## config.mk

```make
export PLATFORM = sky130hd
export DESIGN_NAME = dotEngineTop
export DESIGN_NICKNAME = d
export VERILOG_FILES = /design/src/blasPkg.sv /design/src/dotEngineTop.sv /design/src/dotAccumulator.sv /design/src/axiLiteRegs.sv /design/src/operandQueue.sv /design/src/ringBuffCtrl.sv
export SDC_FILE = /design/constraint.sdc
export NUM_CORES = 1
export LEC_CHECK = 0
export ABC_AREA = 0
export BUFFER_PORTS_ARGS = -buffer_cell sky130_fd_sc_hd__buf_2
export CORE_MARGIN = 5
export CORE_UTILIZATION = 68
export CTS_CLUSTER_SIZE = 28
export DETAILED_ROUTE_END_ITERATION = 16
export PLACE_DENSITY = 0.86
export SYNTH_ARGS = -nofsm -noshare
export SYNTH_HDL_FRONTEND = slang
export SYNTH_SLANG_ARGS = --single-unit
export TNS_END_PERCENT = 5
```

## constraint.sdc

```tcl
create_clock -name clock -period 12.53 [get_ports clock]
set_input_delay 0 -clock clock [delete_from_list [all_inputs] [get_ports clock]]
set_output_delay 0 -clock clock [all_outputs]
set_load 0.02 [all_outputs]
```

## src/blasPkg.sv

```systemverilog
////////////////////
// Operands are signed 16 bit, products and the accumulator signed 32 bit
// Accumulator wraps on overflow, no saturation
// Register addresses are 4-bit byte addresses, word aligned only
// Queue count field is 8 bits wide, enough for a depth of 128
////////////////////
package blasPkg;

	////////////////////
	// Data widths
	typedef logic signed [15:0] operandT;	// One operand
	typedef logic signed [31:0] productT;	// Full-width product of a pair
	typedef logic signed [31:0] accumT;		// Wraps
	typedef logic [3:0] regAddrT;			// AXI4-Lite byte address
	typedef logic [31:0] axiDataT;			// AXI4-Lite data word
	typedef logic [7:0] queueCountT;		// 0 up to 128 entries

	// One queue entry, a in the upper half of the packed vector
	typedef struct packed {
		operandT a;
		operandT b;
	} operandPairT;

	typedef struct packed {
		queueCountT count;
		logic empty;
		logic full;
	} queueStatusT;

	////////////////////
	// Register map
	localparam regAddrT ADDR_OPERAND = 4'h0;	// WO, a in [15:0], b in [31:16]
	localparam regAddrT ADDR_CONTROL = 4'h4;	// RW enable, WO clear
	localparam regAddrT ADDR_STATUS = 4'h8;		// RO
	localparam regAddrT ADDR_RESULT = 4'hC;		// RO accumulator

	localparam int CTRL_ENABLE_BIT = 0;
	localparam int CTRL_CLEAR_BIT = 1;	// Self-clearing
	localparam int STAT_EMPTY_BIT = 16;
	localparam int STAT_FULL_BIT = 17;

	localparam logic [1:0] RESP_OKAY = 2'b00;	// Only response ever returned

	// Channel state machines
	typedef enum logic {wrIdle, wrResponse} axiWrStateT;
	typedef enum logic {rdIdle, rdData} axiRdStateT;

endpackage
```

## src/dotEngineTop.sv

```systemverilog
////////////////////
// Streaming dot-product engine behind one AXI4-Lite slave
// DEPTH sets the operand queue size, power of two from 4 to 128
////////////////////
module dotEngineTop import blasPkg::*; #(
	parameter int DEPTH = 8
) (
	input logic clock,
	input logic reset,
	input logic awvalid,
	output logic awready,
	input regAddrT awaddr,
	input logic wvalid,
	output logic wready,
	input axiDataT wdata,
	input logic [3:0] wstrb,
	output logic bvalid,
	input logic bready,
	output logic [1:0] bresp,
	input logic arvalid,
	output logic arready,
	input regAddrT araddr,
	output logic rvalid,
	input logic rready,
	output axiDataT rdata,
	output logic [1:0] rresp
);

	// Producer to buffer
	logic push;
	operandPairT pushData;
	queueStatusT queueStatus;
	// Buffer to consumer
	logic pop;
	operandPairT popData;
	// Control and result
	logic enable;
	logic clear;
	accumT result;

	axiLiteRegs u_axiLiteRegs (
		.clock(clock),
		.reset(reset),
		.awvalid(awvalid),
		.awready(awready),
		.awaddr(awaddr),
		.wvalid(wvalid),
		.wready(wready),
		.wdata(wdata),
		.wstrb(wstrb),
		.bvalid(bvalid),
		.bready(bready),
		.bresp(bresp),
		.arvalid(arvalid),
		.arready(arready),
		.araddr(araddr),
		.rvalid(rvalid),
		.rready(rready),
		.rdata(rdata),
		.rresp(rresp),
		.push(push),
		.pushData(pushData),
		.queueStatus(queueStatus),
		.result(result),
		.enable(enable),
		.clear(clear)
	);

	operandQueue #(
		.DEPTH(DEPTH)
	) u_operandQueue (
		.clock(clock),
		.reset(reset),
		.push(push),
		.pushData(pushData),
		.pop(pop),
		.popData(popData),
		.status(queueStatus)
	);

	dotAccumulator u_dotAccumulator (
		.clock(clock),
		.reset(reset),
		.enable(enable),
		.clear(clear),
		.queueStatus(queueStatus),
		.popData(popData),
		.pop(pop),
		.result(result)
	);

endmodule

```

## src/dotAccumulator.sv

```systemverilog
////////////////////
// Two-stage MAC, product registered then added, up to two pairs in flight
// Result is final two cycles after the last pop
// Clear zeros the sum and drops the pair popped in the clear cycle
////////////////////
module dotAccumulator import blasPkg::*; (
	input logic clock,
	input logic reset,
	input logic enable,
	input logic clear,
	input queueStatusT queueStatus,
	input operandPairT popData,		// Queue head, combinational
	output logic pop,
	output accumT result
);

	productT product;		// Stage 1 payload
	logic productValid;

	// Drain whenever allowed and something is queued
	assign pop = enable && !queueStatus.empty;

	////////////////////
	// Stage 1, multiply
	always_ff @(posedge clock) begin
		if (pop) begin
			// Widen first so the multiply runs at 32 bits
			product <= productT'(popData.a) * productT'(popData.b);
		end
	end

	always_ff @(posedge clock) begin
		if (reset) begin
			productValid <= 1'b0;
		end else if (clear) begin
			productValid <= 1'b0;	// Pending product discarded
		end else begin
			productValid <= pop;
		end
	end

	////////////////////
	// Stage 2, accumulate
	always_ff @(posedge clock) begin
		if (reset || clear) begin
			result <= '0;		// Clear wins over an add
		end else if (productValid) begin
			result <= result + accumT'(product);	// Wraps at 32 bits
		end
	end

endmodule

```

## src/axiLiteRegs.sv

```systemverilog
////////////////////
// AXI4-Lite slave, one outstanding write and one outstanding read
// Operand writes stall with AWREADY and WREADY low while the queue is full
// A control write with the clear bit set leaves enable unchanged
// Control is updated only when WSTRB[0] is set, responses are always OKAY
////////////////////
module axiLiteRegs import blasPkg::*; (
	input logic clock,
	input logic reset,
	// Write address and data
	input logic awvalid,
	output logic awready,
	input regAddrT awaddr,
	input logic wvalid,
	output logic wready,
	input axiDataT wdata,
	input logic [3:0] wstrb,
	// Write response
	output logic bvalid,
	input logic bready,
	output logic [1:0] bresp,
	// Read address and data
	input logic arvalid,
	output logic arready,
	input regAddrT araddr,
	output logic rvalid,
	input logic rready,
	output axiDataT rdata,
	output logic [1:0] rresp,
	// Engine side
	output logic push,
	output operandPairT pushData,
	input queueStatusT queueStatus,
	input accumT result,
	output logic enable,
	output logic clear
);

	axiWrStateT wrState;
	axiRdStateT rdState;
	logic opStall;		// Operand write blocked by a full queue
	logic wrAccept;		// AW and W handshake this cycle
	logic ctrlWrite;
	logic rdAccept;
	axiDataT rdWord;	// Read mux output

	////////////////////
	// Write channel
	assign opStall = (awaddr == ADDR_OPERAND) && queueStatus.full;
	assign wrAccept = (wrState == wrIdle) && awvalid && wvalid && !opStall;
	assign awready = wrAccept;	// AW and W always accepted together
	assign wready = wrAccept;
	assign bvalid = (wrState == wrResponse);
	assign bresp = RESP_OKAY;

	always_ff @(posedge clock) begin
		if (reset) begin
			wrState <= wrIdle;
		end else begin
			unique case (wrState)
				wrIdle: if (wrAccept) wrState <= wrResponse;
				wrResponse: if (bready) wrState <= wrIdle;
				default: wrState <= wrIdle;
			endcase
		end
	end

	// Operand push happens in the handshake cycle
	assign push = wrAccept && (awaddr == ADDR_OPERAND);

	always_comb begin
		pushData.a = operandT'(wdata[15:0]);
		pushData.b = operandT'(wdata[31:16]);
	end

	// Control bits, writes to RO addresses fall through
	assign ctrlWrite = wrAccept && (awaddr == ADDR_CONTROL) && wstrb[0];

	always_ff @(posedge clock) begin
		if (reset) begin
			enable <= 1'b0;
			clear <= 1'b0;
		end else begin
			clear <= 1'b0;	// One-cycle pulse
			if (ctrlWrite) begin
				if (wdata[CTRL_CLEAR_BIT]) begin
					clear <= 1'b1;	// Enable kept as is
				end else begin
					enable <= wdata[CTRL_ENABLE_BIT];
				end
			end
		end
	end

	////////////////////
	// Read channel
	assign rdAccept = (rdState == rdIdle) && arvalid;
	assign arready = rdAccept;
	assign rvalid = (rdState == rdData);
	assign rresp = RESP_OKAY;

	always_ff @(posedge clock) begin
		if (reset) begin
			rdState <= rdIdle;
		end else begin
			unique case (rdState)
				rdIdle: if (rdAccept) rdState <= rdData;
				rdData: if (rready) rdState <= rdIdle;
				default: rdState <= rdIdle;
			endcase
		end
	end

	always_comb begin
		rdWord = '0;
		case (araddr)
			ADDR_CONTROL: rdWord[CTRL_ENABLE_BIT] = enable;
			ADDR_STATUS: begin
				rdWord[$bits(queueCountT)-1:0] = queueStatus.count;
				rdWord[STAT_EMPTY_BIT] = queueStatus.empty;
				rdWord[STAT_FULL_BIT] = queueStatus.full;
			end
			ADDR_RESULT: rdWord = axiDataT'(result);
			default: rdWord = '0;	// Operand register reads as zero
		endcase
	end

	// Snapshot at ARREADY, held for the whole R beat
	always_ff @(posedge clock) begin
		if (rdAccept) begin
			rdata <= rdWord;
		end
	end

	// Response channels stay up until the master takes them
	bHold: assert property (
		@(posedge clock) disable iff (reset)
		(bvalid && !bready) |=> bvalid
	) else $error("BVALID dropped before BREADY");

	rHold: assert property (
		@(posedge clock) disable iff (reset)
		(rvalid && !rready) |=> (rvalid && $stable(rdata))
	) else $error("RVALID or RDATA changed before RREADY");

endmodule

```

## src/operandQueue.sv

```systemverilog
////////////////////
// DEPTH is a power of two, 4 to 128
// popData shows the head entry combinationally, valid only while not empty
// Pushing while full is not allowed, the writer must check status.full
////////////////////
module operandQueue import blasPkg::*; #(
	parameter int DEPTH = 8,
	localparam int PTR_W = $clog2(DEPTH)
) (
	input logic clock,
	input logic reset,
	input logic push,
	input operandPairT pushData,
	input logic pop,
	output operandPairT popData,		// Head of queue
	output queueStatusT status
);

	operandPairT store [DEPTH];	// Entry array, contents only meaningful below count

	logic [PTR_W-1:0] wAddr;
	logic [PTR_W-1:0] rAddr;
	logic [PTR_W:0] count;
	logic full;
	logic empty;

	// Pointer bookkeeping
	ringBuffCtrl #(
		.DEPTH(DEPTH)
	) u_ringBuffCtrl (
		.clock(clock),
		.reset(reset),
		.we(push),
		.re(pop),
		.wAddr(wAddr),
		.rAddr(rAddr),
		.count(count),
		.full(full),
		.empty(empty)
	);

	////////////////////
	// Storage
	always_ff @(posedge clock) begin
		if (push) begin
			store[wAddr] <= pushData;
		end
	end

	assign popData = store[rAddr];	// Unregistered read

	always_comb begin
		status.count = queueCountT'(count);	// Zero-extend to 8 bits
		status.empty = empty;
		status.full = full;
	end

	// Producer side back-pressure must already be in place
	noPushWhenFull: assert property (
		@(posedge clock) disable iff (reset)
		push |-> !full
	) else $error("push arrived while the queue was full");

endmodule

```

## src/ringBuffCtrl.sv

```systemverilog
////////////////////
// DEPTH must be a power of two
// Writer must not assert we while full, nothing here blocks it
// A read while empty is dropped
////////////////////
module ringBuffCtrl #(
	parameter int DEPTH = 8,
	localparam int PTR_W = $clog2(DEPTH)
) (
	input logic clock,
	input logic reset,
	input logic we,						// Push strobe
	input logic re,						// Pop strobe
	output logic [PTR_W-1:0] wAddr,
	output logic [PTR_W-1:0] rAddr,
	output logic [PTR_W:0] count,		// Entries held, 0 to DEPTH
	output logic full,
	output logic empty
);

	localparam logic [PTR_W:0] FULL_COUNT = DEPTH[PTR_W:0];

	// Pointers carry one extra wrap bit
	logic [PTR_W:0] wPtr;
	logic [PTR_W:0] rPtr;
	logic doRead;	// Qualified read

	////////////////////
	// Status
	assign count = wPtr - rPtr;		// Modulo 2*DEPTH, wrap bit resolves full vs empty
	assign full = (count == FULL_COUNT);
	assign empty = (count == '0);
	assign doRead = re && !empty;

	// Storage addresses drop the wrap bit
	assign wAddr = wPtr[PTR_W-1:0];
	assign rAddr = rPtr[PTR_W-1:0];

	////////////////////
	// Pointer registers
	always_ff @(posedge clock) begin
		if (reset) begin
			wPtr <= '0;
		end else if (we) begin
			wPtr <= wPtr + 1'b1;	// Rolls over through the wrap bit
		end
	end

	always_ff @(posedge clock) begin
		if (reset) begin
			rPtr <= '0;
		end else if (doRead) begin
			rPtr <= rPtr + 1'b1;
		end
	end

	// Holding off pushes is up to the producer upstream
	wrHoldWhileFull: assert property (
		@(posedge clock) disable iff (reset)
		full |=> (wPtr == $past(wPtr))
	) else $error("write pointer advanced while the ring was full");

endmodule

```

==> results of run 1 <==
-- worst max-delay path: cells and delay by family (launching register included) --
kind / cells / cell delay, ps
AND/OR/NAND/NOR: 3 / 730
buffers and inverters: 5 / 910
XOR/XNOR: 1 / 80
AO/OA/AOI/OAI: 5 / 1280
multiplexers: 2 / 1540
flip-flops: 1 / 710
adder cells (fa/ha/maj): 7 / 3440
-- stage by stage --
stage	power (W)	setup slack, ps	std cells
after floorplan	0.001800	4865	2001
after global placement	0.001893	3778	2511
after detailed placement	0.001921	3498	2511
after CTS	0.003081	3462	2627
after global routing	0.003207	3064	2627
final	0.003068	3538	2627
-- kinds of logic after synthesis --
family                     share of synthesized area [%]
other                                            0.01505
buffers and inverters                              5.649
muxes                                              8.546
adders and majority gates                          27.13
DFF                                                42.42
AOI/OAI and AO/OA                                  4.961
and+or+nand+nor                                    8.923
xor gates and xnor gates                           2.355
-- area by class of cell --
type	count	area [um^2]
clock buffers	48	1018
clock inverters	19	269.0
fillers	2146	8760
inverters	305	1145
multi-input cells	1267	13030
flip-flops and latches	368	10580
well taps	468	585.6
repair buffers	152	1054
-- power breakdown --
part | internal, W | leakage, nW | switching (W)
logic | 0.000238 | 7.50 | 0.000312
registers | 0.00136 | 3.30 | 0.00000175
clock network | 0.000702 | 0.629 | 0.000453
total | 0.00230 | 11.4 | 0.000766
-- layer usage --
layer,global-route usage (%),vias to the layer above,wire (um)
li1,-,6996,-
met1,34.80,7736,20630
met2,48.23,713,27560
met3,4.690,173,4086
met4,9.473,0,2164
met5,0,-,0
-- sequential cells by signal (all words and copies together), names as in the netlist, 4 cells and up, named ones only --
signal / flops
u_axiLiteRegs.rdata: 32
u_operandQueue.u_ringBuffCtrl.wPtr: 4
u_operandQueue.store: 256
u_dotAccumulator.result: 32
u_dotAccumulator.product: 32
u_operandQueue.u_ringBuffCtrl.rPtr: 4
-- cells in the final DEF (no fill, tap or decap), drive strengths merged, types with 42 or more instances in the layout --
master       instances
edfxtp             320
dlygate4sd3         49
nor2               213
fa                 264
xnor2               42
a21oi               63
buf                103
mux2i               44
ha                 118
inv                306
nand2              141
mux4                64
clkbuf              48
dfxtp               48
-- final timing paths --
path | endpoint | slack (ps) | start
max | u_dotAccumulator.product[30] | 3540 | flip-flop
min | u_operandQueue.u_ringBuffCtrl.wPtr[0] | 100 | awaddr[1]
max reg2reg | u_dotAccumulator.product[30] | 3540 | flip-flop
min reg2reg | u_dotAccumulator.result[31] | 480 | u_dotAccumulator.result[31]
-- timing repair --
item,in CTS,in global routing
endpoints found under the setup margin,0,0
hold endpoints to repair,278,0
hold buffers,49,0
==> metrics.txt, run 1 <==
# TYPE chip_impl_metric gauge
chip_impl_info{name="critPathMostFrequentCell",value="sky130_fd_sc_hd__fa_1"} 1
chip_impl_metric{name="core_occupancy_in_the_finished_layout",unit="%"} 75.96
chip_impl_metric{name="worst_clock_skew",unit="ps"} 13.47
chip_impl_metric{name="power.density_cell_area",unit="nW/um^2"} 110.9
chip_impl_metric{name="worstSkewPairLatency",unit="ps"} 540
chip_impl_metric{name="final_hold_viol_count",unit=""} 0
chip_impl_metric{name="grt_use_total",unit="%"} 27.40
chip_impl_metric{name="period_share",unit="%"} 71.76
chip_impl_metric{name="syn_avg_cell_area",unit="um^2"} 12.47
chip_impl_info{name="setup_repair_after_global_routing_missed_its_margin",value="no"} 1
chip_impl_metric{name="via_count",unit=""} 15620
chip_impl_metric{name="biggest_cell_delay_along_the_critical_path",unit="ps"} 930
chip_impl_metric{name="num-nets-final",unit=""} 2564
chip_impl_metric{name="post_drt_wl_per_cell",unit="um"} 20.72
chip_impl_metric{name="die_w",unit="um"} 201.4
chip_impl_info{name="crit_path_end_kind",value="flip-flop"} 1
chip_impl_metric{name="port_buffers",unit=""} 84
chip_impl_metric{name="die-height",unit="um"} 201.4
chip_impl_metric{name="postSynthCellCount",unit=""} 1998
chip_impl_info{name="synth_top_flop_cell",value="sky130_fd_sc_hd__edfxtp_1"} 1
chip_impl_metric{name="cp_data_required_time",unit="ps"} 12820
chip_impl_info{name="startpoint_type",value="flip-flop"} 1
chip_impl_info{name="yosys.area.top_type",value="sky130_fd_sc_hd__edfxtp_1"} 1
chip_impl_metric{name="route.detailed.drc",unit=""} 0
chip_impl_metric{name="timing.hold.worst_path_depth",unit=""} 5
chip_impl_metric{name="timing_max_transition_violations_final",unit=""} 0
chip_impl_metric{name="effective_utilization_at_floorplan",unit="%"} 68.39
chip_impl_info{name="cts-root-buf",value="sky130_fd_sc_hd__clkbuf_16"} 1
chip_impl_metric{name="hold_slack_final",unit="ps"} 100.0
chip_impl_metric{name="finalSetupViolations",unit=""} 0
chip_impl_metric{name="ratio_of_routed_vias_to_standard_cells",unit=""} 5.945
chip_impl_metric{name="first_global_vias",unit=""} 16750
chip_impl_metric{name="syn2layout_area_growth",unit="%"} 11.06
chip_impl_metric{name="firstDrtPassIters",unit=""} 8
chip_impl_metric{name="stdcell_area",unit="um^2"} 27680
chip_impl_metric{name="clockBufferDepth",unit=""} 3
chip_impl_metric{name="postSynth.asyncResetShare",unit="%"} 0
chip_impl_metric{name="grt_antenna_before_repair",unit=""} 0
chip_impl_metric{name="antenna_cells",unit=""} 0
chip_impl_metric{name="place.detailed.hpwl",unit="um"} 38620
chip_impl_metric{name="maxSlewHeadroom",unit="%"} 7.480
chip_impl_metric{name="postCtsSetupRepairBufs",unit=""} 0
chip_impl_info{name="most_used_standard_cells_in_the_synthesized_netlist",value="sky130_fd_sc_hd__edfxtp_1, sky130_fd_sc_hd__inv_1, sky130_fd_sc_hd__fa_1"} 1
chip_impl_info{name="worstPathCellList",value="buf_4 > mux4_2 > mux2i_2 > nor2_1 > fa_1 > inv_1 > fa_1 > fa_1 > inv_1 > fa_1 > fa_1 > inv_1 > fa_1 > inv_1 > ha_1 > a21o_1 > a21oi_1 > nand2_1 > or4_1 > a31oi_1 > o21ai_0 > a31oi_1 > xnor2_1"} 1
chip_impl_metric{name="drive_above_1_share",unit="%"} 13.15
chip_impl_info{name="synthMostInstantiatedCell",value="sky130_fd_sc_hd__edfxtp_1"} 1
chip_impl_metric{name="timing_worst_slew_pin_value",unit="ps"} 1349
chip_impl_metric{name="clkTransAtPathRegs",unit="ps"} 60
chip_impl_metric{name="clock.fmax",unit="GHz"} 0.1112
chip_impl_metric{name="drt_iter0_drc",unit=""} 1426
chip_impl_metric{name="r2r_cells",unit=""} 23
chip_impl_metric{name="yosys_register_bits",unit=""} 368
chip_impl_metric{name="yosysSeqAreaShare",unit="%"} 42.42
chip_impl_metric{name="synth_enable_flop_cells",unit=""} 320
chip_impl_info{name="setup_crit_path_kind",value="reg -> reg"} 1
chip_impl_metric{name="global_route.overflow_total",unit=""} 0
chip_impl_metric{name="clock_sink_count",unit=""} 368
chip_impl_metric{name="syn-cell-area",unit="um^2"} 24920
chip_impl_metric{name="fp-row-count",unit=""} 70
chip_impl_metric{name="yosysWarnings",unit=""} 0
chip_impl_metric{name="cell_variety_after_synth",unit=""} 66
chip_impl_metric{name="cts_inserted_buffers",unit=""} 37
chip_impl_metric{name="finalWeightedCongestion",unit=""} 0.9663
chip_impl_metric{name="irDropWorstVdd",unit="V"} 0.0001766
chip_impl_info{name="tritoncts",value="built"} 1
chip_impl_metric{name="coreArea",unit="um^2"} 36430
chip_impl_metric{name="first_pass_grt_wire_length",unit="um"} 88030
chip_impl_metric{name="cts.repair.resized",unit=""} 0
chip_impl_metric{name="cts_max_level",unit=""} 2
chip_impl_info{name="cells_taking_the_most_area_after_synthesis",value="sky130_fd_sc_hd__edfxtp_1, sky130_fd_sc_hd__fa_1, sky130_fd_sc_hd__ha_1"} 1
chip_impl_metric{name="cp_max_fo",unit=""} 37
chip_impl_metric{name="cellLeakagePower",unit="nW"} 11.43
chip_impl_metric{name="timing.max_cap.violations",unit=""} 0
chip_impl_metric{name="critical_path_arrival",unit="ps"} 9280
chip_impl_metric{name="yosys.area.top_type_share",unit="%"} 38.56
chip_impl_metric{name="ios",unit=""} 92
chip_impl_metric{name="final_antenna_net_count",unit=""} 0
chip_impl_metric{name="dpl-instance-area",unit="um^2"} 25900
chip_impl_metric{name="setup-tns-final",unit="ps"} 0
chip_impl_metric{name="design.die.area",unit="um^2"} 40570
chip_impl_metric{name="totalWireLength",unit="um"} 54440
chip_impl_info{name="status",value="complete, no violations"} 1
chip_impl_info{name="slowest_stage",value="sky130_fd_sc_hd__mux2i_2"} 1
chip_impl_metric{name="layout_min_cycle_time",unit="ps"} 8992
chip_impl_info{name="worstHoldPathType",value="in -> reg"} 1
chip_impl_metric{name="grt_max_degree",unit=""} 49
No activity file was read; power rests on OpenSTA's default activity.
==> inputs of run 2 (changes only) <==
CORE_UTILIZATION = 57   (was 68)
PLACE_DENSITY = 0.77   (was 0.86)
clock period = 7.7 ns   (was 12.53 ns; I/O delays follow)
==> run 2 against run 1 <==
Effect of this change: clock skew barely moved; critical endpoint is now u_dotAccumulator.product[25]; final cell count rose by 6.1%; non-clock buffer count rose by 40; first-iteration DRC count fell by 32%; core utilization fell by 11 points; maximum frequency rose by 20%; die area rose by 18%; cell area rose by 1.6%.
==> metrics.txt, run 2 (synthesis results as in run 1) <==
# TYPE chip_impl_metric gauge
chip_impl_info{name="status",value="complete, no violations"} 1
chip_impl_metric{name="antenna_cells",unit=""} 0
chip_impl_metric{name="n_fill_cell",unit=""} 3204
chip_impl_info{name="final_cell_mix",value="sky130_fd_sc_hd__edfxtp_1, sky130_fd_sc_hd__inv_1, sky130_fd_sc_hd__fa_1, sky130_fd_sc_hd__nor2_1, sky130_fd_sc_hd__nand2_1"} 1
chip_impl_metric{name="final_antenna_net_count",unit=""} 0
chip_impl_metric{name="cp_max_fo",unit=""} 18
chip_impl_metric{name="syn2layout_area_growth",unit="%"} 12.84
chip_impl_info{name="mostFrequentLayoutCell",value="sky130_fd_sc_hd__edfxtp_1"} 1
chip_impl_metric{name="largest_reg_flops",unit=""} 256
chip_impl_metric{name="design.die.area",unit="um^2"} 48000
chip_impl_metric{name="critical_path_arrival",unit="ps"} 7880
chip_impl_metric{name="post-route-worst-setup-slack",unit="ps"} 234.5
chip_impl_metric{name="stdcell_area",unit="um^2"} 28120
chip_impl_metric{name="power.density_cell_area",unit="nW/um^2"} 173.9
chip_impl_metric{name="power_frac_clock",unit="%"} 36.1
chip_impl_metric{name="grt_antenna_before_repair",unit=""} 0
chip_impl_metric{name="num-nets-final",unit=""} 2606
chip_impl_metric{name="route.detailed.drc",unit=""} 0
chip_impl_info{name="top_register",value="u_operandQueue.store"} 1
chip_impl_metric{name="firstDrtPassIters",unit=""} 5
chip_impl_metric{name="maxSlewHeadroom",unit="%"} 40.79
chip_impl_metric{name="first_pass_grt_wire_length",unit="um"} 87750
chip_impl_metric{name="grt_use_total",unit="%"} 23.27
chip_impl_info{name="cts-root-buf",value="sky130_fd_sc_hd__clkbuf_16"} 1
chip_impl_metric{name="core_occupancy_in_the_finished_layout",unit="%"} 65.13
chip_impl_metric{name="worst_clock_skew",unit="ps"} 13.93
chip_impl_metric{name="netSwitchingFraction",unit="%"} 26.31
chip_impl_metric{name="cts_max_level",unit=""} 2
chip_impl_metric{name="die_w",unit="um"} 219.1
chip_impl_metric{name="finalSetupViolations",unit=""} 0
chip_impl_metric{name="biggest_cell_delay_along_the_critical_path",unit="ps"} 520
chip_impl_metric{name="layout_min_cycle_time",unit="ps"} 7466
chip_impl_metric{name="drive_above_1_share",unit="%"} 14.58
chip_impl_metric{name="hold_slack_final",unit="ps"} 80.55
chip_impl_metric{name="clockBufferDepth",unit=""} 3
chip_impl_metric{name="global_route.overflow_total",unit=""} 0
chip_impl_metric{name="power.sequential.fraction",unit="%"} 45.4
chip_impl_metric{name="effective_utilization_at_floorplan",unit="%"} 57.72
chip_impl_info{name="tritoncts",value="built"} 1
chip_impl_metric{name="drt_iter0_drc",unit=""} 973
chip_impl_metric{name="grt_max_degree",unit=""} 49
chip_impl_metric{name="power_report.internal_total",unit="W"} 0.003603
chip_impl_metric{name="clock.fmax",unit="GHz"} 0.1339
chip_impl_metric{name="worstSkewPairLatency",unit="ps"} 570
chip_impl_metric{name="finalWeightedCongestion",unit=""} 0.9338
chip_impl_metric{name="coreArea",unit="um^2"} 43170
chip_impl_metric{name="comb_power_share",unit="%"} 18.5
chip_impl_metric{name="die-height",unit="um"} 219.1
chip_impl_metric{name="place.detailed.hpwl",unit="um"} 38780
chip_impl_info{name="startpoint_type",value="flip-flop"} 1
chip_impl_metric{name="ios",unit=""} 92
chip_impl_info{name="slowest_stage",value="sky130_fd_sc_hd__mux4_2"} 1
chip_impl_metric{name="fp-row-count",unit=""} 76
chip_impl_metric{name="totalWireLength",unit="um"} 53690
chip_impl_info{name="worstHoldPathType",value="in -> reg"} 1
chip_impl_metric{name="cts_inserted_buffers",unit=""} 39
chip_impl_metric{name="clock_sink_count",unit=""} 368
chip_impl_info{name="crit_path_end_kind",value="flip-flop"} 1
chip_impl_metric{name="final_hold_viol_count",unit=""} 0
chip_impl_info{name="setup_crit_path_kind",value="reg -> reg"} 1
chip_impl_metric{name="totalPowerFinal",unit="W"} 0.004890
chip_impl_metric{name="timing_worst_slew_pin_value",unit="ps"} 887.3
chip_impl_metric{name="p_sw",unit="W"} 0.001287
chip_impl_metric{name="first_global_vias",unit=""} 16470
chip_impl_metric{name="cellLeakagePower",unit="nW"} 11.60
chip_impl_metric{name="crit_buf_inv",unit=""} 6
chip_impl_metric{name="irDropWorstVdd",unit="V"} 0.0002441
chip_impl_metric{name="period_share",unit="%"} 96.96
chip_impl_info{name="critPathMostFrequentCell",value="sky130_fd_sc_hd__fa_1"} 1
chip_impl_metric{name="via_count",unit=""} 15340
chip_impl_metric{name="detailedPlace.worstSlack",unit="ps"} 68.86
chip_impl_metric{name="clkTransAtPathRegs",unit="ps"} 60
chip_impl_metric{name="port_buffers",unit=""} 84
chip_impl_metric{name="dpl-instance-area",unit="um^2"} 26310
chip_impl_metric{name="post_drt_wl_per_cell",unit="um"} 19.27
chip_impl_metric{name="timing.max_cap.violations",unit=""} 0
chip_impl_info{name="cp_top_family",value="adder cells"} 1
chip_impl_metric{name="ratio_of_routed_vias_to_standard_cells",unit=""} 5.507
chip_impl_metric{name="cp_data_required_time",unit="ps"} 8110
chip_impl_metric{name="timing_max_transition_violations_final",unit=""} 0
## run 2: cell types whose count changed in the layout (fill, tap and decap cells not counted), sizes merged
cell         delta
buf            +38
bufinv          -5
clkinv          +1
clkinvlp        -1
dlygate4sd3     +2
clkbuf          +3
inv             +4
## run 2: what timing repair did
item,in CTS,in global routing
endpoints found under the hold margin,310,0
hold buffers,51,0
endpoints found under the setup margin,0,7
setup buffers,0,8
resized for setup,0,8
## run 2: area by class of cell
| cell class | instances | area [um^2] | area share, % |
|---|---|---|---|
| Multi-Input combinational cell | 1267 | 13040 | 46.37 |
| Sequential cell | 368 | 10580 | 37.62 |
| Timing Repair Buffer | 192 | 1425 | 5.068 |
| Inverter | 305 | 1145 | 4.071 |
| Clock buffer | 51 | 1031 | 3.666 |
| Tap cell | 585 | 732.0 | 2.603 |
| Clock inverter | 18 | 168.9 | 0.6007 |
## run 2: tightest hold or removal path, cell delays in order
cell                      delay (ps)
sky130_fd_sc_hd__buf_2            90
sky130_fd_sc_hd__nor4_1           80
sky130_fd_sc_hd__nand2_1         270
sky130_fd_sc_hd__xnor2_1         100
sky130_fd_sc_hd__nor2_1           70
## run 2: through the flow
step | cells | setup TNS, ps
floorplan | 2001 | 0
global placement | 2658 | 0
detailed placement | 2658 | 0
CTS | 2778 | 0
global route | 2786 | -21.37
finish | 2786 | 0
## run 2: final timing paths
kind              cells past startpoint  slack (ps)                                     to                         from
setup / recovery                     25         230           u_dotAccumulator.product[25]                    flip-flop
hold / removal                        5          80  u_operandQueue.u_ringBuffCtrl.wPtr[0]                    awaddr[0]
setup reg to reg                     25         230           u_dotAccumulator.product[25]                    flip-flop
hold reg to reg                       2         490            u_dotAccumulator.result[31]  u_dotAccumulator.result[31]
## run 2: power groups by stage
stage	logic (W)	registers [W]	clock network (W)
after floorplan	0.000653	0.00228	0
after global placement	0.000828	0.00226	0
after detailed placement	0.000866	0.00226	0
after CTS	0.000890	0.00222	0.00180
after global routing	0.00102	0.00222	0.00190
final	0.000905	0.00222	0.00177
## run 2: metal layers
layer	share of wire, %	global-route usage [%]	up-vias
met2	49	39.79	473
li1	-	-	7084
met1	42	31.37	7696
met4	2.4	5.820	0
met5	0	0	-
met3	6.0	4.083	90
==> inputs of run 3 (changes only) <==
==> constraint.sdc (replaced) <==
create_clock -name clock -period 7.7 [get_ports clock]
set_input_delay 0.77 -clock clock [delete_from_list [all_inputs] [get_ports clock]]
set_output_delay 0.77 -clock clock [all_outputs]
set_load 0.02 [all_outputs]
==> run 3 against run 2 <==
Effect of this change: die area unchanged; critical path type unchanged; wire length fell by 2.7%; largest cell class unchanged; sequential power hardly changed; sequential share of layout area is 0.74 points higher; global-route usage down 0.58 points; final cell count fell by 2.0%; register-to-register slack about the same; worst hold slack improved by 330 ps; highest routed layer unchanged; power is essentially flat.
==> metrics.txt, run 3 (synthesis results as in run 1) <==
# TYPE chip_impl_metric gauge
chip_impl_info{name="status",value="complete, no violations"} 1
chip_impl_info{name="mostFrequentLayoutCell",value="sky130_fd_sc_hd__edfxtp_1"} 1
chip_impl_metric{name="cp_data_required_time",unit="ps"} 8100
chip_impl_metric{name="drive_above_1_share",unit="%"} 14.46
chip_impl_metric{name="biggest_cell_delay_along_the_critical_path",unit="ps"} 560
chip_impl_metric{name="power.density_cell_area",unit="nW/um^2"} 177.3
chip_impl_metric{name="period_share",unit="%"} 96.92
chip_impl_metric{name="antenna_cells",unit=""} 0
chip_impl_metric{name="post_drt_wl_per_cell",unit="um"} 19.13
chip_impl_metric{name="cts_inserted_buffers",unit=""} 39
chip_impl_metric{name="n_fill_cell",unit=""} 3224
chip_impl_metric{name="fp-row-count",unit=""} 76
chip_impl_metric{name="drt_iter0_drc",unit=""} 1119
chip_impl_metric{name="postCtsSetupRepairBufs",unit=""} 0
chip_impl_metric{name="die-height",unit="um"} 219.1
chip_impl_metric{name="totalWireLength",unit="um"} 52210
chip_impl_metric{name="clock_sink_count",unit=""} 368
chip_impl_info{name="top_register",value="u_operandQueue.store"} 1
chip_impl_metric{name="cp_max_fo",unit=""} 24
chip_impl_info{name="crit_path_end_kind",value="flip-flop"} 1
chip_impl_info{name="setup_crit_path_kind",value="reg -> reg"} 1
chip_impl_metric{name="stdcell_area",unit="um^2"} 27580
chip_impl_metric{name="dpl-instance-area",unit="um^2"} 26310
chip_impl_metric{name="final_hold_viol_count",unit=""} 0
chip_impl_metric{name="first_global_vias",unit=""} 16030
chip_impl_metric{name="place.detailed.hpwl",unit="um"} 38780
chip_impl_metric{name="port_buffers",unit=""} 84
chip_impl_info{name="startpoint_type",value="flip-flop"} 1
chip_impl_metric{name="clock.fmax",unit="GHz"} 0.1340
chip_impl_metric{name="maxSlewHeadroom",unit="%"} 42.99
chip_impl_metric{name="multi_input_comb_area",unit="um^2"} 13030
chip_impl_metric{name="largest_reg_flops",unit=""} 256
chip_impl_info{name="tritoncts",value="built"} 1
chip_impl_metric{name="area.sequential",unit="um^2"} 10580
chip_impl_metric{name="grt_max_degree",unit=""} 49
chip_impl_metric{name="timing.max_cap.violations",unit=""} 0
chip_impl_metric{name="cts_max_level",unit=""} 2
chip_impl_metric{name="grt_antenna_before_repair",unit=""} 1
chip_impl_metric{name="firstDrtPassIters",unit=""} 5
chip_impl_info{name="setup_repair_after_global_routing_missed_its_margin",value="yes"} 1
chip_impl_metric{name="timing_max_transition_violations_final",unit=""} 0
chip_impl_metric{name="finalSetupViolations",unit=""} 0
chip_impl_metric{name="ios",unit=""} 92
chip_impl_metric{name="worst-r2r-setup-slack",unit="ps"} 240
chip_impl_metric{name="finalWeightedCongestion",unit=""} 0.9078
chip_impl_info{name="slowest_stage",value="sky130_fd_sc_hd__fa_1"} 1
chip_impl_metric{name="die_w",unit="um"} 219.1
chip_impl_metric{name="timing.hold.worst_path_depth",unit=""} 2
chip_impl_metric{name="worst_clock_skew",unit="ps"} 14.21
chip_impl_metric{name="first_pass_grt_wire_length",unit="um"} 85750
chip_impl_metric{name="coreArea",unit="um^2"} 43170
chip_impl_metric{name="hold_slack_final",unit="ps"} 411.6
chip_impl_info{name="worstPathCellList",value="buf_12 > buf_4 > mux4_2 > mux2_2 > nand2_1 > fa_1 > fa_1 > inv_1 > fa_1 > fa_1 > fa_1 > inv_1 > fa_1 > inv_1 > ha_1 > a21o_1 > a21o_1 > a21oi_1 > o21ai_0 > nor2_1 > o21ai_1 > or4_1 > a2111o_1 > o211ai_1"} 1
chip_impl_metric{name="ratio_of_routed_vias_to_standard_cells",unit=""} 5.571
chip_impl_metric{name="global_route.overflow_total",unit=""} 0
chip_impl_metric{name="route.detailed.drc",unit=""} 0
chip_impl_metric{name="syn2layout_area_growth",unit="%"} 10.68
chip_impl_metric{name="grt_use_total",unit="%"} 22.69
chip_impl_metric{name="clkTransAtPathRegs",unit="ps"} 60
chip_impl_metric{name="layout_min_cycle_time",unit="ps"} 7463
chip_impl_metric{name="design.die.area",unit="um^2"} 48000
chip_impl_metric{name="timing_worst_slew_pin_value",unit="ps"} 853.4
chip_impl_metric{name="via_count",unit=""} 15200
chip_impl_metric{name="cellLeakagePower",unit="nW"} 11.35
chip_impl_metric{name="worstSkewPairLatency",unit="ps"} 560
chip_impl_metric{name="r2r_cells",unit=""} 24
chip_impl_info{name="cts-root-buf",value="sky130_fd_sc_hd__clkbuf_16"} 1
chip_impl_metric{name="num-nets-final",unit=""} 2547
chip_impl_metric{name="final_antenna_net_count",unit=""} 0
chip_impl_info{name="worstHoldPathType",value="in -> reg"} 1
chip_impl_info{name="critPathMostFrequentCell",value="sky130_fd_sc_hd__fa_1"} 1
chip_impl_info{name="final_cell_mix",value="sky130_fd_sc_hd__edfxtp_1, sky130_fd_sc_hd__inv_1, sky130_fd_sc_hd__fa_1, sky130_fd_sc_hd__nor2_1, sky130_fd_sc_hd__nand2_1"} 1
chip_impl_metric{name="effective_utilization_at_floorplan",unit="%"} 57.72
chip_impl_metric{name="clockBufferDepth",unit=""} 3
chip_impl_metric{name="irDropWorstVdd",unit="V"} 0.0002837
chip_impl_metric{name="critical_path_arrival",unit="ps"} 7860
run 3: cell count changes in the layout (fill, tap and decap cells not counted), moves of 2 or more:
cell	before	now
sky130_fd_sc_hd__clkinv_1	2	7
sky130_fd_sc_hd__clkinvlp_4	0	2
sky130_fd_sc_hd__clkbuf_1	11	8
sky130_fd_sc_hd__mux2_2	22	19
sky130_fd_sc_hd__buf_4	51	43
sky130_fd_sc_hd__mux2_4	0	3
sky130_fd_sc_hd__dlygate4sd3_1	51	0
sky130_fd_sc_hd__mux2i_2	2	0
sky130_fd_sc_hd__mux2i_1	42	44
sky130_fd_sc_hd__bufinv_16	1	3
run 3: layer usage:
layer / track usage (%) / vias up / routed length, um
met5: 0 / - / 0
met4: 6.154 / 0 / 1228
met3: 3.338 / 84 / 3351
met2: 38.31 / 517 / 25840
met1: 31.26 / 7624 / 21790
li1: - / 6977 / -
run 3: worst paths after layout:
path / start / endpoint
worst max-delay path: flip-flop / u_dotAccumulator.product[25]
worst min-delay path: rready / u_axiLiteRegs.rvalid
worst max register to register: flip-flop / u_dotAccumulator.product[25]
worst min register to register: u_dotAccumulator.result[31] / u_dotAccumulator.result[31]
run 3: final cells by class:
| cell class | instances | share of cell area [%] |
|---|---|---|
| Clock buffer | 47 | 3.647 |
| Inverter | 305 | 4.151 |
| Timing Repair Buffer | 133 | 3.098 |
| Clock inverter | 24 | 0.8438 |
| Multi-Input combinational cell | 1267 | 47.25 |
| Tap cell | 585 | 2.654 |
| Sequential cell | 368 | 38.35 |
run 3: critical path, delay by kind of cell, from the launching register on:
family	cells	cell delay, ps
flops	1	380
mux	2	960
simple gates	3	800
compound gates	7	1310
fa+ha+maj	7	3230
buf+inv	5	580
run 3: repair_timing:
action,CTS,global route
setup endpoints to repair,0,6
gates resized for setup,0,6
hold buffers,0,0
run 3: through the flow:
| stage | setup TNS, ps | util (%) | worst slack, ps | cells | total power, W |
|---|---|---|---|---|---|
| global placement | 0 | 60.95 | 253.9 | 2658 | 0.003087 |
| floorplan | 0 | - | 34.58 | 2001 | 0.002928 |
| global route | -104.6 | 63.89 | -93.03 | 2729 | 0.005149 |
| finish | 0 | 63.89 | 236.8 | 2729 | 0.004890 |
| CTS | 0 | 63.82 | 188.9 | 2729 | 0.004928 |
| detailed placement | 0 | 60.95 | 184.7 | 2658 | 0.003114 |
run 3: report_power, final:
group	leakage [nW]	internal (W)	switching (W)
Sequential	3.30	0.00222	0.00000281
Clock	0.604	0.00105	0.000758
Combinational	7.45	0.000372	0.000494
Total	11.4	0.00363	0.00126
